**src/rtl/sccb_pkg.sv**
```systemverilog
package sccb_pkg;

	// Bus timing loads, in clk_25M cycles
	localparam logic [10:0] T_SETUP     = 11'd32;
	localparam logic [10:0] T_START     = 11'd124;
	localparam logic [10:0] T_LOW       = 11'd62;
	localparam logic [10:0] T_HIGH      = 11'd124;
	localparam logic [10:0] T_LAST_LOW  = 11'd124;
	localparam logic [10:0] T_STOP_HOLD = 11'd124;
	localparam logic [10:0] T_BUS_FREE  = 11'd248;

	localparam logic [7:0] SCCB_DEV_ID = 8'h42; // Camera write ID
	localparam int FRAME_BITS = 27;              // 3 phases of 9 bits

	typedef struct packed {
		logic [7:0] reg_addr;
		logic [7:0] reg_data;
	} sccb_write_t;

	// Byte plus trailing don't-care bit per phase
	typedef struct packed {
		logic [8:0] id_ph;
		logic [8:0] addr_ph;
		logic [8:0] data_ph;
	} sccb_phases_t;

	typedef union packed {
		sccb_phases_t phases;
		logic [FRAME_BITS-1:0] raw;
	} sccb_frame_u;

	localparam int INIT_LEN = 4;
	localparam int TBL_IDX_W = $clog2(INIT_LEN);
	localparam int INIT_IDX_W = TBL_IDX_W + 1; // Must also hold INIT_LEN itself

	localparam sccb_write_t INIT_TABLE [0:INIT_LEN-1] = '{
		'{reg_addr: 8'h12, reg_data: 8'h80}, // COM7 soft reset
		'{reg_addr: 8'h11, reg_data: 8'h01}, // Clock prescaler
		'{reg_addr: 8'h0C, reg_data: 8'h04}, // COM3
		'{reg_addr: 8'h40, reg_data: 8'hD0}  // COM15 full range RGB565
	};

	typedef enum logic [3:0] {
		ST_IDLE, ST_SETUP, ST_START_HOLD, ST_START_LOW, ST_BIT_LOAD,
		ST_BIT_SETUP, ST_BIT_HIGH, ST_BIT_LOW, ST_STOP_HOLD, ST_BUS_FREE
	} ctrl_state_t;

endpackage

```
**src/rtl/cam_init_sequencer.sv**
```systemverilog
`timescale 1ns/1ns

module cam_init_sequencer (
	input  logic                  clk_25M,
	input  logic                  rst_n,
	input  logic                  wr_valid,
	input  sccb_pkg::sccb_write_t wr_req,
	output logic                  wr_ready,
	output logic                  req_valid,
	output sccb_pkg::sccb_write_t req,
	input  logic                  req_ready,
	output logic                  init_done
);
	import sccb_pkg::*;

	logic [INIT_IDX_W-1:0] idx;
	logic [TBL_IDX_W-1:0] tbl_idx;

	// Wraps to 0 once idx reaches INIT_LEN, but then the table is no longer selected
	assign tbl_idx = idx[TBL_IDX_W-1:0];

	assign init_done = (idx == INIT_IDX_W'(INIT_LEN));

	// Table entries first, then the external channel straight through
	assign req_valid = init_done ? wr_valid : 1'b1;
	assign req       = init_done ? wr_req : INIT_TABLE[tbl_idx];
	assign wr_ready  = init_done & req_ready;

	always_ff @(posedge clk_25M) begin
		if (!rst_n) begin
			idx <= '0;
		end else if (!init_done && req_ready) begin
			idx <= idx + 1'b1; // Entry accepted by the controller
		end
	end

	// Index stops at INIT_LEN and stays there
	a_idx_range: assert property (
		@(posedge clk_25M) disable iff (!rst_n)
		idx <= INIT_IDX_W'(INIT_LEN)
	);

endmodule

```
**src/rtl/sccb_bit_timer.sv**
```systemverilog
`timescale 1ns/1ns

module sccb_bit_timer (
	input  logic        clk_25M,
	input  logic        rst_n,
	input  logic        start,
	input  logic [10:0] delay,
	output logic        done
);

	logic [10:0] cnt;
	logic running;

	always_ff @(posedge clk_25M) begin
		if (!rst_n) begin
			running <= 1'b0;
			done <= 1'b0;
		end else begin
			done <= 1'b0;
			if (start) begin
				running <= 1'b1;
			end else if (running && cnt == 11'd0) begin
				running <= 1'b0; // Count passed zero
				done <= 1'b1;
			end
		end
	end

	// Down-counter, loaded on start
	always_ff @(posedge clk_25M) begin
		if (start)
			cnt <= delay;
		else if (running)
			cnt <= cnt - 11'd1;
	end

	a_no_restart: assert property (
		@(posedge clk_25M) disable iff (!rst_n)
		start |-> !running
	);

endmodule

```
**src/rtl/sccb_cfg_top.sv**
```systemverilog
`timescale 1ns/1ns

module sccb_cfg_top (
	input  logic                  clk_25M,
	input  logic                  rst_n,
	input  logic                  wr_valid,
	input  sccb_pkg::sccb_write_t wr_req,
	output logic                  wr_ready,
	output logic                  scl,
	output logic                  sda,
	output logic                  busy,
	output logic                  init_done
);
	import sccb_pkg::*;

	// Sequencer to controller
	logic req_valid;
	logic req_ready;
	sccb_write_t req;

	logic load;
	logic shift;
	logic cur_bit;
	logic last_bit;

	logic tmr_start;
	logic [10:0] tmr_delay;
	logic tmr_done;

	cam_init_sequencer cam_init_sequencer_i (
		.clk_25M   (clk_25M),
		.rst_n     (rst_n),
		.wr_valid  (wr_valid),
		.wr_req    (wr_req),
		.wr_ready  (wr_ready),
		.req_valid (req_valid),
		.req       (req),
		.req_ready (req_ready),
		.init_done (init_done)
	);

	sccb_ctrl sccb_ctrl_i (
		.clk_25M   (clk_25M),
		.rst_n     (rst_n),
		.req_valid (req_valid),
		.req_ready (req_ready),
		.load      (load),
		.shift     (shift),
		.cur_bit   (cur_bit),
		.last_bit  (last_bit),
		.tmr_start (tmr_start),
		.tmr_delay (tmr_delay),
		.tmr_done  (tmr_done),
		.scl       (scl),
		.sda       (sda),
		.busy      (busy)
	);

	sccb_frame_shifter sccb_frame_shifter_i (
		.clk_25M  (clk_25M),
		.rst_n    (rst_n),
		.load     (load),
		.req      (req),
		.shift    (shift),
		.cur_bit  (cur_bit),
		.last_bit (last_bit)
	);

	sccb_bit_timer sccb_bit_timer_i (
		.clk_25M (clk_25M),
		.rst_n   (rst_n),
		.start   (tmr_start),
		.delay   (tmr_delay),
		.done    (tmr_done)
	);

endmodule

```
**src/rtl/sccb_ctrl.sv**
```systemverilog
`timescale 1ns/1ns

module sccb_ctrl (
	input  logic        clk_25M,
	input  logic        rst_n,
	input  logic        req_valid,
	output logic        req_ready,
	output logic        load,
	output logic        shift,
	input  logic        cur_bit,
	input  logic        last_bit,
	output logic        tmr_start,
	output logic [10:0] tmr_delay,
	input  logic        tmr_done,
	output logic        scl,
	output logic        sda,
	output logic        busy
);
	import sccb_pkg::*;

	ctrl_state_t state;

	assign req_ready = (state == ST_IDLE);
	assign load      = req_valid & req_ready;
	// Advance to the next bit at the end of every cell but the last
	assign shift     = (state == ST_BIT_LOW) & tmr_done & ~last_bit;

	always_ff @(posedge clk_25M) begin
		if (!rst_n) begin
			state <= ST_IDLE;
			scl <= 1'b1;
			sda <= 1'b1;
			busy <= 1'b0;
			tmr_start <= 1'b0;
		end else begin
			tmr_start <= 1'b0;
			case (state)
				ST_IDLE: if (req_valid) begin
					sda <= 1'b1;
					busy <= 1'b1;
					tmr_start <= 1'b1;
					tmr_delay <= T_SETUP;
					state <= ST_SETUP;
				end
				ST_SETUP: if (tmr_done) begin
					sda <= 1'b0; // Start condition with scl still high
					tmr_start <= 1'b1;
					tmr_delay <= T_START;
					state <= ST_START_HOLD;
				end
				ST_START_HOLD: if (tmr_done) begin
					scl <= 1'b0;
					tmr_start <= 1'b1;
					tmr_delay <= T_LOW;
					state <= ST_START_LOW;
				end
				ST_START_LOW: if (tmr_done) begin
					state <= ST_BIT_LOAD;
				end
				ST_BIT_LOAD: begin
					sda <= cur_bit; // Data changes with scl low
					tmr_start <= 1'b1;
					tmr_delay <= T_LOW;
					state <= ST_BIT_SETUP;
				end
				ST_BIT_SETUP: if (tmr_done) begin
					scl <= 1'b1;
					tmr_start <= 1'b1;
					tmr_delay <= T_HIGH;
					state <= ST_BIT_HIGH;
				end
				ST_BIT_HIGH: if (tmr_done) begin
					scl <= 1'b0;
					tmr_start <= 1'b1;
					tmr_delay <= last_bit ? T_LAST_LOW : T_LOW;
					state <= ST_BIT_LOW;
				end
				ST_BIT_LOW: if (tmr_done) begin
					if (last_bit) begin
						scl <= 1'b1; // sda is the 0 don't-care bit here
						tmr_start <= 1'b1;
						tmr_delay <= T_STOP_HOLD;
						state <= ST_STOP_HOLD;
					end else begin
						state <= ST_BIT_LOAD;
					end
				end
				ST_STOP_HOLD: if (tmr_done) begin
					sda <= 1'b1; // Stop condition
					tmr_start <= 1'b1;
					tmr_delay <= T_BUS_FREE;
					state <= ST_BUS_FREE;
				end
				ST_BUS_FREE: if (tmr_done) begin
					busy <= 1'b0;
					state <= ST_IDLE;
				end
				default: state <= ST_IDLE;
			endcase
		end
	end

	// With scl high, sda may move only for start or stop
	a_sda_stable: assert property (
		@(posedge clk_25M) disable iff (!rst_n)
		($changed(sda) && scl) |-> (state == ST_START_HOLD || state == ST_BUS_FREE)
	);

endmodule

```
**src/rtl/sccb_frame_shifter.sv**
```systemverilog
`timescale 1ns/1ns

module sccb_frame_shifter (
	input  logic                  clk_25M,
	input  logic                  rst_n,
	input  logic                  load,
	input  sccb_pkg::sccb_write_t req,
	input  logic                  shift,
	output logic                  cur_bit,
	output logic                  last_bit
);
	import sccb_pkg::*;

	sccb_frame_u frame_q;
	logic [4:0] bits_left; // Bits still to come after cur_bit

	// Frame word shifts left after load
	always_ff @(posedge clk_25M) begin
		if (load) begin
			frame_q.phases.id_ph   <= {SCCB_DEV_ID, 1'b0};
			frame_q.phases.addr_ph <= {req.reg_addr, 1'b0};
			frame_q.phases.data_ph <= {req.reg_data, 1'b0};
		end else if (shift) begin
			frame_q.raw <= {frame_q.raw[FRAME_BITS-2:0], 1'b0}; // MSB first
		end
	end

	always_ff @(posedge clk_25M) begin
		if (!rst_n) begin
			bits_left <= '0;
		end else if (load) begin
			bits_left <= 5'(FRAME_BITS - 1);
		end else if (shift && bits_left != 5'd0) begin
			bits_left <= bits_left - 5'd1;
		end
	end

	assign cur_bit  = frame_q.raw[FRAME_BITS-1];
	assign last_bit = (bits_left == 5'd0);

	// Controller must stop shifting at the final bit
	a_no_overshift: assert property (
		@(posedge clk_25M) disable iff (!rst_n)
		shift |-> !last_bit
	);

endmodule

```
**config.mk**
```make
export PLATFORM = sky130hd
export DESIGN_NAME = sccb_cfg_top
export DESIGN_NICKNAME = d
export VERILOG_FILES = /design/src/rtl/sccb_pkg.sv /design/src/rtl/cam_init_sequencer.sv /design/src/rtl/sccb_bit_timer.sv /design/src/rtl/sccb_cfg_top.sv /design/src/rtl/sccb_ctrl.sv /design/src/rtl/sccb_frame_shifter.sv
export SDC_FILE = /design/constraint.sdc
export NUM_CORES = 1
export LEC_CHECK = 0
export ABC_AREA = 1
export BUFFER_PORTS_ARGS = -buffer_cell sky130_fd_sc_hd__clkbuf_2
export CAP_MARGIN = 20
export CORE_MARGIN = 5
export CORE_UTILIZATION = 60
export CTS_CLUSTER_DIAMETER = 60
export DETAILED_ROUTE_END_ITERATION = 16
export PLACE_DENSITY_LB_ADDON = 0.08
export SYNTH_ARGS = -nofsm -noshare
export SYNTH_HDL_FRONTEND = slang
export SYNTH_SLANG_ARGS = --single-unit
```
**constraint.sdc**
```tcl
create_clock -name clk_25M -period 2.62 [get_ports clk_25M]
set_clock_uncertainty 0.05 [all_clocks]
set_input_delay 0.131 -clock clk_25M [delete_from_list [all_inputs] [get_ports clk_25M]]
set_output_delay 0.131 -clock clk_25M [all_outputs]
set_load 0.02 [all_outputs]
```
=== Word-level counts from Yosys, hierarchy flattened ===
Cells that the tools add are included.
W data, S select, Z words.

* Register bits after elaboration: 66
* Bits in read-only memories: 0
* Latch bits: 0
* Memories: 0
* Input port bits: 19
* Word-level logic and storage cells: 120
* Bits in writable memories: 0
* Output and inout bits: 5

* Multipliers: 0
* Add/sub/neg operators: 3
* $lt $le $gt $ge: 1
* Mux-type cells: 47
* Reductions and logical operators: 26
* Bitwise logic cells: 7
* Div/mod/pow operators: 0
* Eq/ne operators: 22
* Shift operators: 0

{| class="wikitable"
|+ Operator list
! operator !! count
|-
| $mux W11 || 9
|-
| $pmux W11 S7 || 1
|-
| $mux W16 || 3
|-
| $mux W4 || 10
|-
| $pmux W4 S10 || 1
|-
| $mux W18 || 2
|-
| $bmux W16 S2 || 1
|-
| $ne A2 B1 Y1 const B || 12
|-
| $reduce_and A9 Y1 || 2
|-
| $eq A4 B3 Y1 const B || 4
|-
| $mux W1 || 13
|-
| $logic_not A11 Y1 || 1
|-
| $sub A11 B1 Y11 const B || 1
|-
| $mux W5 || 2
|-
| $reduce_bool A2 Y1 || 5
|-
| $eq A4 B2 Y1 const B || 2
|-
| $eq A4 B4 Y1 const B || 2
|-
| $pmux W1 S4 || 2
|-
| $reduce_or A2 Y1 || 4
|-
| $mux W7 || 1
|-
| $reduce_bool A7 Y1 || 1
|-
| $logic_not A5 Y1 || 1
|-
| $reduce_and A5 Y1 || 1
|-
| $reduce_bool A5 Y1 || 1
|-
| other kinds (18) || 24
|}

=== Depth between registers and ports, before layout ===
Gate-level depths: netlist of run 1.

* Word-level depth: 6
* Depth in mapped cells: 11
* Depth with buffers taken out: 10

=== Cells and area by module ===
Synthesis of run 1 repeated with hierarchy kept, for this count alone.

* Cell total of the unflattened synthesis: 402
* Area total of the unflattened synthesis: 3261.9 sq um

{| class="wikitable"
|+ By module, submodules not included
! module !! sequential area each (sq um) !! area each (sq um) !! cells each !! times used
|-
| sccb_frame_shifter || 780.7 || 1282.5 || 116 || 1
|-
| sccb_ctrl || 310.3 || 854.6 || 121 || 1
|-
| sccb_bit_timer || 370.4 || 763.2 || 98 || 1
|-
| cam_init_sequencer || 60.1 || 361.6 || 67 || 1
|}

=== Least setup slack after synthesis of run 1 ===
No wires, ideal clock.

* Path type: reg-to-reg
* From: register cam_init_sequencer_i.idx[0]
* To: register sccb_frame_shifter_i.frame_q[10] (netlist name), enable pin
* Arrival: 1.513 ns
* Stages on the path, launching flop included: 8
* Library setup time: 0.364 ns
* Buffers on the path: 0
* Path slack: 0.694 ns
* Clock period less this slack: 1.926 ns
* Cells stage by stage: dfxtp_1 inv_1 ha_1 nand2_2 nor2_1 nor2_4 nor2_2 inv_1

* Cells in the longest elaborated chain, start to end: 4

{| class="wikitable"
|+ Ends and longest elaborated chain
! what !! RTL line !! RTL
|-
| from (decl) || cam_init_sequencer.sv:16 || <nowiki>logic [INIT_IDX_W-1:0] idx;</nowiki>
|-
| from (signal assigned) || cam_init_sequencer.sv:33 || <nowiki>idx <= idx + 1'b1;</nowiki>
|-
| from (signal assigned) || cam_init_sequencer.sv:40 || <nowiki>idx <= INIT_IDX_W'(INIT_LEN)</nowiki>
|-
| $eq A3 B3 Y1 || cam_init_sequencer.sv:22 || <nowiki>assign init_done = (idx == INIT_IDX_W'(INIT_LEN));</nowiki>
|-
| $mux W1 || cam_init_sequencer.sv:25 || <nowiki>assign req_valid = init_done ? wr_valid : 1'b1;</nowiki>
|-
| $and A1 B1 Y1 || sccb_ctrl.sv:24 || <nowiki>assign load = req_valid & req_ready;</nowiki>
|-
| $reduce_bool A2 Y1 (no source line) || - ||
|-
| to (decl) || sccb_frame_shifter.sv:14 || <nowiki>sccb_frame_u frame_q;</nowiki>
|}

No other way between the ends.
A chain may end at the register's enable or synchronous reset.

=== Worst setup path in the final report of run 1 ===
* From: register sccb_frame_shifter_i.bits_left[0]
* To: register sccb_frame_shifter_i.frame_q[13] (netlist name), enable pin

* Cells in the longest elaborated chain, start to end: 4

{| class="wikitable"
|+ Ends and longest elaborated chain
! what !! RTL line !! RTL
|-
| from (decl) || sccb_frame_shifter.sv:15 || <nowiki>logic [4:0] bits_left;</nowiki>
|-
| from (signal assigned) || sccb_frame_shifter.sv:32 || <nowiki>bits_left <= 5'(FRAME_BITS - 1);</nowiki>
|-
| from (signal assigned) || sccb_frame_shifter.sv:34 || <nowiki>bits_left <= bits_left - 5'd1;</nowiki>
|-
| $logic_not A5 Y1 || sccb_frame_shifter.sv:39 || <nowiki>assign last_bit = (bits_left == 5'd0);</nowiki>
|-
| $not A1 Y1 || sccb_ctrl.sv:26 || <nowiki>assign shift = (state == ST_BIT_LOW) & tmr_done & ~last_bit;</nowiki>
|-
| $and A1 B1 Y1 || sccb_ctrl.sv:26 ||
|-
| $reduce_bool A2 Y1 (no source line) || - ||
|}

No other way between the ends.

==> out/metrics.yaml, run 1 <==
run_status:
  status: "finished, final reports clean"
finish:
  final_common_cell: "nand2_1"
  syn_to_final_growth_pct: 12.7
  final_core_util: 0.691
  diodes: 0
  final_cell_mix: "80 x nand2_1, 47 x nor2_1, 35 x nand3_1, 35 x o21ai_0, 32 x edfxtp_1"
  final_cell_area_um2: 3500
  layout-drive-gt1-share: 0.159
  nets: 431
timing:
  rsz0062_at_grt: "no"
  finalMaxSlewViolations: 0
  max_slew_margin: 0.720
  worst_pin_slew_ps: 420
  fin_crit_sh: 0.841
  period_minus_slack_ps: 2200
  fmax_ghz: 0.454
  setup_viol: 0
  fin_hold_ws_ps: 38.4
  finalHoldViolCount: 0
  setup_tns_ps: 0
synthesis:
  syn_area_um2: 3110
  ys_seq_elements: 60
  synth.distinct_cells: 35
  synth_mux_area_frac: 0
  syn_inst: 379
  synth_simple_gate_area_frac: 0.297
  syn_nets: 405
  yosys.area.top_type_share: 0.309
  synth_top_family_by_area: "simple AND/OR/NAND/NOR gates"
  synth.area.top_cells: "edfxtp_1 31%, dfxtp_1 18%, nand2_1 9.7%, nor2_1 5.7%, nand3_1 5.6%"
  synth_compound_area_frac: 0.111
  ys_seq_area_frac: 0.489
  synth_fa_ha_area_frac: 0.0282
  avgSynthCellArea_um2: 8.20
  yosys_warnings: 0
  synth_area_leader_cell: "edfxtp_1"
  synth_xor_area_frac: 0
setup_path:
  cp-end-kind: "flop"
  path_cells: "inv_1 -> ha_1 -> nand3_1 -> nand2_4 -> inv_6 -> nor2_2 -> inv_1 -> buf_4"
  crit_start: "sccb_frame_shifter_i.bits_left[0]$_SDFFE_PP0P_"
  r2r_cells: 8
  cp.buffers_inverters: 4
  worstPathArrival_ps: 2250
  cp_top_family: "simple AND/OR/NAND/NOR gates"
  rr_startpoint: "sccb_frame_shifter_i.bits_left[0]$_SDFFE_PP0P_"
  endpoint: "sccb_frame_shifter_i.frame_q[13]$_DFFE_PP_"
  path_class: "flop to flop"
  r2r-end: "sccb_frame_shifter_i.frame_q[13]$_DFFE_PP_"
  crit_top_cell: "inv_1"
  crit_required_ps: 2670
  path_max_fanout: 22
  critical-path-max-stage-delay_ps: 310
  cp.depth: 8
  start_kind: "flop"
  slowest_stage: "dfxtp_1"
  regToRegSetupSlack_ps: 420
global_route:
  track_usage: 0.206
  grt_start_max_net_pins: 23
  grt-ovfl-total: 0
  antenna_found_initial: 0
  grt_pass1_vias: 2340
  grt_pass1_wl_mm: 10.4
place:
  place.gp.congestion: 0.937
  portBuffers: 23
  dpl.hpwl_mm: 4.40
  post_dp_cell_area_um2: 3240
worst_hold_path:
  min_from: "wr_req[5]"
  worstHoldPathType: "input pin to flop"
  hold_depth: 3
detailed_routing:
  wire_per_inst_um: 12.9
  routed_wl_mm: 6.21
  first_iter_violations: 160
  drc_errors: 0
  drtPass1Iterations: 5
  via_per_inst: 5.25
  antenna_left: 0
  vias: 2522
floorplan:
  core_um2: 5070
  rows: 26
  start_util: 0.613
  die-area_um2: 6720
  die_h_um: 82.0
  dieWidth_um: 82.0
  io_pins: 24
cts:
  clk_pin_slew_ps: 70
  hold_buffers: 0
  cts_setup_buffers: 0
  post_cts_resize_count: 0
  cts.sinks: 60
  cts-root-buf: "clkbuf_8"
  cts_buffers: 9
  cts_tree: "yes"
  cts_max_path_buffers: 2
  htreeDepth: 3
  clkLatencyLatePin_ps: 340
power_and_ir_drop:
  cellPowerDensity_nw_per_um2: 1330
  p_leak_nw: 1.57
  vdd_drop_max_mv: 0.769
  power_mw: 4.67
job:
  max_cap_viol_count: 0
-- synthesized netlist by cell type, drive strengths merged --
master and count:
nor3 10, and3 1, inv 35, buf 9, nand4 6, nand3b 1, nand3 37, o21ai 36
nand2 86, o22ai 1, a21oi 24, dfxtp 28, clkinv 3, nor2 55, a31oi 3, a21o 1
ha 7, clkbuf 1, or2 2, o31ai 1, edfxtp 32
-- cells by family (layout without fill, tap and decap cells) --
group           after synthesis  count (layout)
fa+ha+maj                     7               7
simple gates                198             198
flops                        60              60
compound gates               66              66
buf+inv                      48              79
-- routing by layer --
layer	up-vias	wire, µm	share of wire	GRT usage
met2	50	2870	0.46	0.327
li1	1321	-	-	-
met1	1140	2950	0.48	0.270
met4	0	133	0.021	0.0997
met3	11	258	0.042	0.0395
met5	-	0	0	0
-- state kept, by name, indices dropped and copies added (netlist names) --
register,cells
cam_init_sequencer_i.idx,3
sccb_bit_timer_i.cnt,11
sccb_bit_timer_i.done,1
sccb_bit_timer_i.running,1
sccb_ctrl_i.busy,1
sccb_ctrl_i.scl,1
sccb_ctrl_i.sda,1
sccb_ctrl_i.state,4
sccb_ctrl_i.tmr_delay,5
sccb_ctrl_i.tmr_start,1
sccb_frame_shifter_i.bits_left,5
sccb_frame_shifter_i.frame_q,26
-- per-stage QoR --
step | worst slack (ps) | cells
floorplan | 694 | 379
global placement | 531 | 464
detailed placement | 454 | 464
CTS | 430 | 480
global route | 231 | 480
finish | 418 | 480
-- report_power, final --
group          switching [mW]  total (mW)  internal (mW)
Combinational            1.24        1.84          0.597
Clock                   0.373        1.10          0.726
Sequential              0.221        1.74           1.52
Total                    1.83        4.67           2.84
-- tightest hold or removal path, stage by stage --
cell and delay [ps]:
clkbuf_2 80, nand3_1 60, nand2_1 60
-- how the worst min path moves through the flow --
stage / endpoint / slack (ps)
detailed placement: sccb_bit_timer_i.done$_SDFF_PP0_ / 370
floorplan: sccb_bit_timer_i.running$_SDFFE_PN0P_ / 230
CTS: sccb_frame_shifter_i.frame_q[6]$_DFFE_PP_ / 30
finish: sccb_frame_shifter_i.frame_q[6]$_DFFE_PP_ / 40
global route: sccb_frame_shifter_i.frame_q[6]$_DFFE_PP_ / 40
global placement: sccb_bit_timer_i.done$_SDFF_PP0_ / 370
-- final cells by class --
cell class	instances	area (µm²)
fill	420	1570
sequential	60	1520
multi-input combinational	271	1350
inverter	38	149
clock inverter	7	139
timing repair buffer	25	130
clock buffer	9	124
tap	70	87.6
(Power assumes the default switching activity.)
==> inputs of run 2 (changes only) <==
--- a/config.mk
+++ b/config.mk
@@ -9,7 +9,7 @@
 export BUFFER_PORTS_ARGS = -buffer_cell sky130_fd_sc_hd__clkbuf_2
 export CAP_MARGIN = 20
 export CORE_MARGIN = 5
-export CORE_UTILIZATION = 60
+export CORE_UTILIZATION = 54
 export CTS_CLUSTER_DIAMETER = 60
 export DETAILED_ROUTE_END_ITERATION = 16
 export PLACE_DENSITY_LB_ADDON = 0.08
==> constraint.sdc (replaced) <==
create_clock -name clk_25M -period 1.9 [get_ports clk_25M]
set_clock_uncertainty 0.05 [all_clocks]
set_input_delay 0.095 -clock clk_25M [delete_from_list [all_inputs] [get_ports clk_25M]]
set_output_delay 0.095 -clock clk_25M [all_outputs]
set_load 0.02 [all_outputs]
==> run 2 against run 1 <==
Compared with the run above:
- first-iteration DRC count is 26% lower
- critical path depth increased by 1
- power up 37%
- clock-buffer cell count up 2
- via count increased by 1.6%
- largest cell class unchanged
- highest routed layer unchanged
==> out/metrics.yaml, run 2 (synthesized netlist as in run 1, its figures left out) <==
place:
  dpl.hpwl_mm: 4.61  # +4.6%
  portBuffers: 23  # unchanged
  pre_cts_ws_ps: 29.2  # -425 ps
  place.gp.congestion: 0.868  # -7.4%
finish:
  largest_register: "sccb_frame_shifter_i.frame_q"
  diodes: 0  # unchanged
  syn_to_final_growth_pct: 16.1
  top_regs: "sccb_frame_shifter_i.frame_q: 26 flops, sccb_bit_timer_i.cnt: 11 flops"
  nets: 446  # +3.5%
  final_common_cell: "nand2_1"
  final_cell_mix: "79 x nand2_1, 45 x nor2_1, 35 x nand3_1"
  layout-drive-gt1-share: 0.202  # +0.0438
  fillers: 476  # +13%
  largest_reg_flops: 26  # unchanged
timing:
  fmax_ghz: 0.575  # +27%
  max_slew_margin: 0.760  # +0.0404
  finalMaxSlewViolations: 0  # unchanged
  worst_pin_slew_ps: 359  # -60.6 ps
  period_minus_slack_ps: 1740  # -462 ps
  setup_ws_ps: 160  # -258 ps
  fin_crit_sh: 0.916  # +0.0752
  setup_viol: 0  # unchanged
  finalHoldViolCount: 0  # unchanged
  setup_tns_ps: 0  # unchanged
  rsz0062_at_grt: "no"
detailed_routing:
  drc_errors: 0  # unchanged
  drtPass1Iterations: 4  # -1
  via_per_inst: 5.15  # -1.9%
  vias: 2562  # +1.6%
  antenna_left: 0  # unchanged
  wire_per_inst_um: 13.0  # +0.47%
  first_iter_violations: 119  # -26%
  routed_wl_mm: 6.46  # +4.0%
power_and_ir_drop:
  vdd_drop_max_mv: 1.12  # +46%
  cellPowerDensity_nw_per_um2: 1780  # +34%
  power_mw: 6.42  # +37%
  p_leak_nw: 1.59  # +1.5%
cts:
  htreeDepth: 3  # unchanged
  clkLatencyLatePin_ps: 330  # about the same
  cts_tree: "yes"
  cts-root-buf: "clkbuf_8"
  cts.sinks: 60  # unchanged
  cts_max_path_buffers: 2  # unchanged
  cts_buffers: 9  # unchanged
  clk_pin_slew_ps: 70  # about the same
global_route:
  track_usage: 0.189  # -0.0174
  grt_start_max_net_pins: 22  # -4.3%
  grt_pass1_wl_mm: 11.1  # +6.6%
  grt-ovfl-total: 0  # unchanged
  grt_pass1_vias: 2529  # +8.1%
  antenna_found_initial: 0  # unchanged
floorplan:
  die_h_um: 85.9  # +4.8%
  die-area_um2: 7380  # +9.7%
  start_util: 0.561  # -0.0515
  dieWidth_um: 85.9  # +4.8%
  core_um2: 5540  # +9.2%
  io_pins: 24  # unchanged
  rows: 27  # +3.8%
setup_path:
  crit_required_ps: 1940  # -730 ps
  cp-end-kind: "flop"
  path_max_fanout: 10  # -55%
  path_class: "flop to flop"
  start_kind: "flop"
  crit_start: "cam_init_sequencer_i.idx[1]$_SDFFE_PN0P_"
  worstPathArrival_ps: 1780  # -470 ps
  rr_startpoint: "cam_init_sequencer_i.idx[1]$_SDFFE_PN0P_"
job:
  max_cap_viol_count: 0  # unchanged
worst_hold_path:
  worstHoldPathType: "input pin to flop"
  min_from: "wr_req[5]"
run_status:
  status: "finished, final reports clean"
-- run 2: cell types whose count changed in the layout (fill, tap and decap cells not counted), moves of 2 or more --
cell        delta
bufinv_16      -2
nor2_4         +2
nor2_1         -2
clkbuf_1       +2
buf_4         +12
clkinvlp_4     +3
dfxtp_2        +5
inv_1          -2
dfxtp_1        -5
-- run 2: repair_timing --
action,4_1_cts,5_1_grt
hold endpoints to repair,1,0
gates cloned,0,1
hold buffers,1,0
gates resized for setup,1,10
pin swaps,0,0
buffers inserted,1,1
setup endpoints to repair,1,33
-- run 2: area by class of cell --
class                      instances  area, µm²  area share
timing repair inverter             1       5.00     0.00139
multi-input combinational        271       1370       0.380
sequential                        60       1530       0.423
inverter                          38        156      0.0433
timing repair buffer              39        250      0.0693
clock buffer                      11        131      0.0364
tap                               72       90.1      0.0250
clock inverter                     5       76.3      0.0212
-- run 2: metal layers --
metal | up-vias | GRT usage | routed length [µm]
li1 | 1352 | - | -
met1 | 1159 | 0.256 | 3100
met2 | 46 | 0.292 | 3110
met3 | 5 | 0.0394 | 206
met4 | 0 | 0.0820 | 42
met5 | - | 0 | 0
-- run 2: power by group --
part | internal [mW] | total (mW) | switching [mW]
sequential | 2.10 | 2.42 | 0.319
clock | 0.733 | 1.23 | 0.494
combinational | 0.991 | 2.77 | 1.78
total | 3.83 | 6.42 | 2.60
-- run 2: worst max-delay path: stages (launching register included) --
cell        delay [ps]
dfxtp_2            350
inv_1               70
ha_1               200
nand2_2             80
buf_4              180
clkinvlp_2         240
nand2_1            120
nand3_1             70
o21ai_0             80
nor2_1              50
-- run 2: worst paths after layout --
path,endpoint,slack (ps),cells past startpoint
worst min-delay path,sccb_frame_shifter_i.frame_q[6]$_DFFE_PP_,20,3
worst max-delay path,sccb_frame_shifter_i.frame_q[7]$_DFFE_PP_,160,9
worst min register to register,sccb_bit_timer_i.done$_SDFF_PP0_,400,2
worst max register to register,sccb_frame_shifter_i.frame_q[7]$_DFFE_PP_,160,9
-- run 2: per-stage QoR --
stage / std cells / hold slack [ps] / area, µm² / util
3_5_place_dp: 477 / 351 / 3340 / 0.602
6_report: 497 / 19.0 / 3610 / 0.651
4_1_cts: 495 / 5.66 / 3560 / 0.643
3_3_place_gp: 477 / 350 / 3340 / 0.602
2_1_floorplan: 379 / 198 / 3120 / -
5_1_grt: 497 / 20.4 / 3610 / 0.651
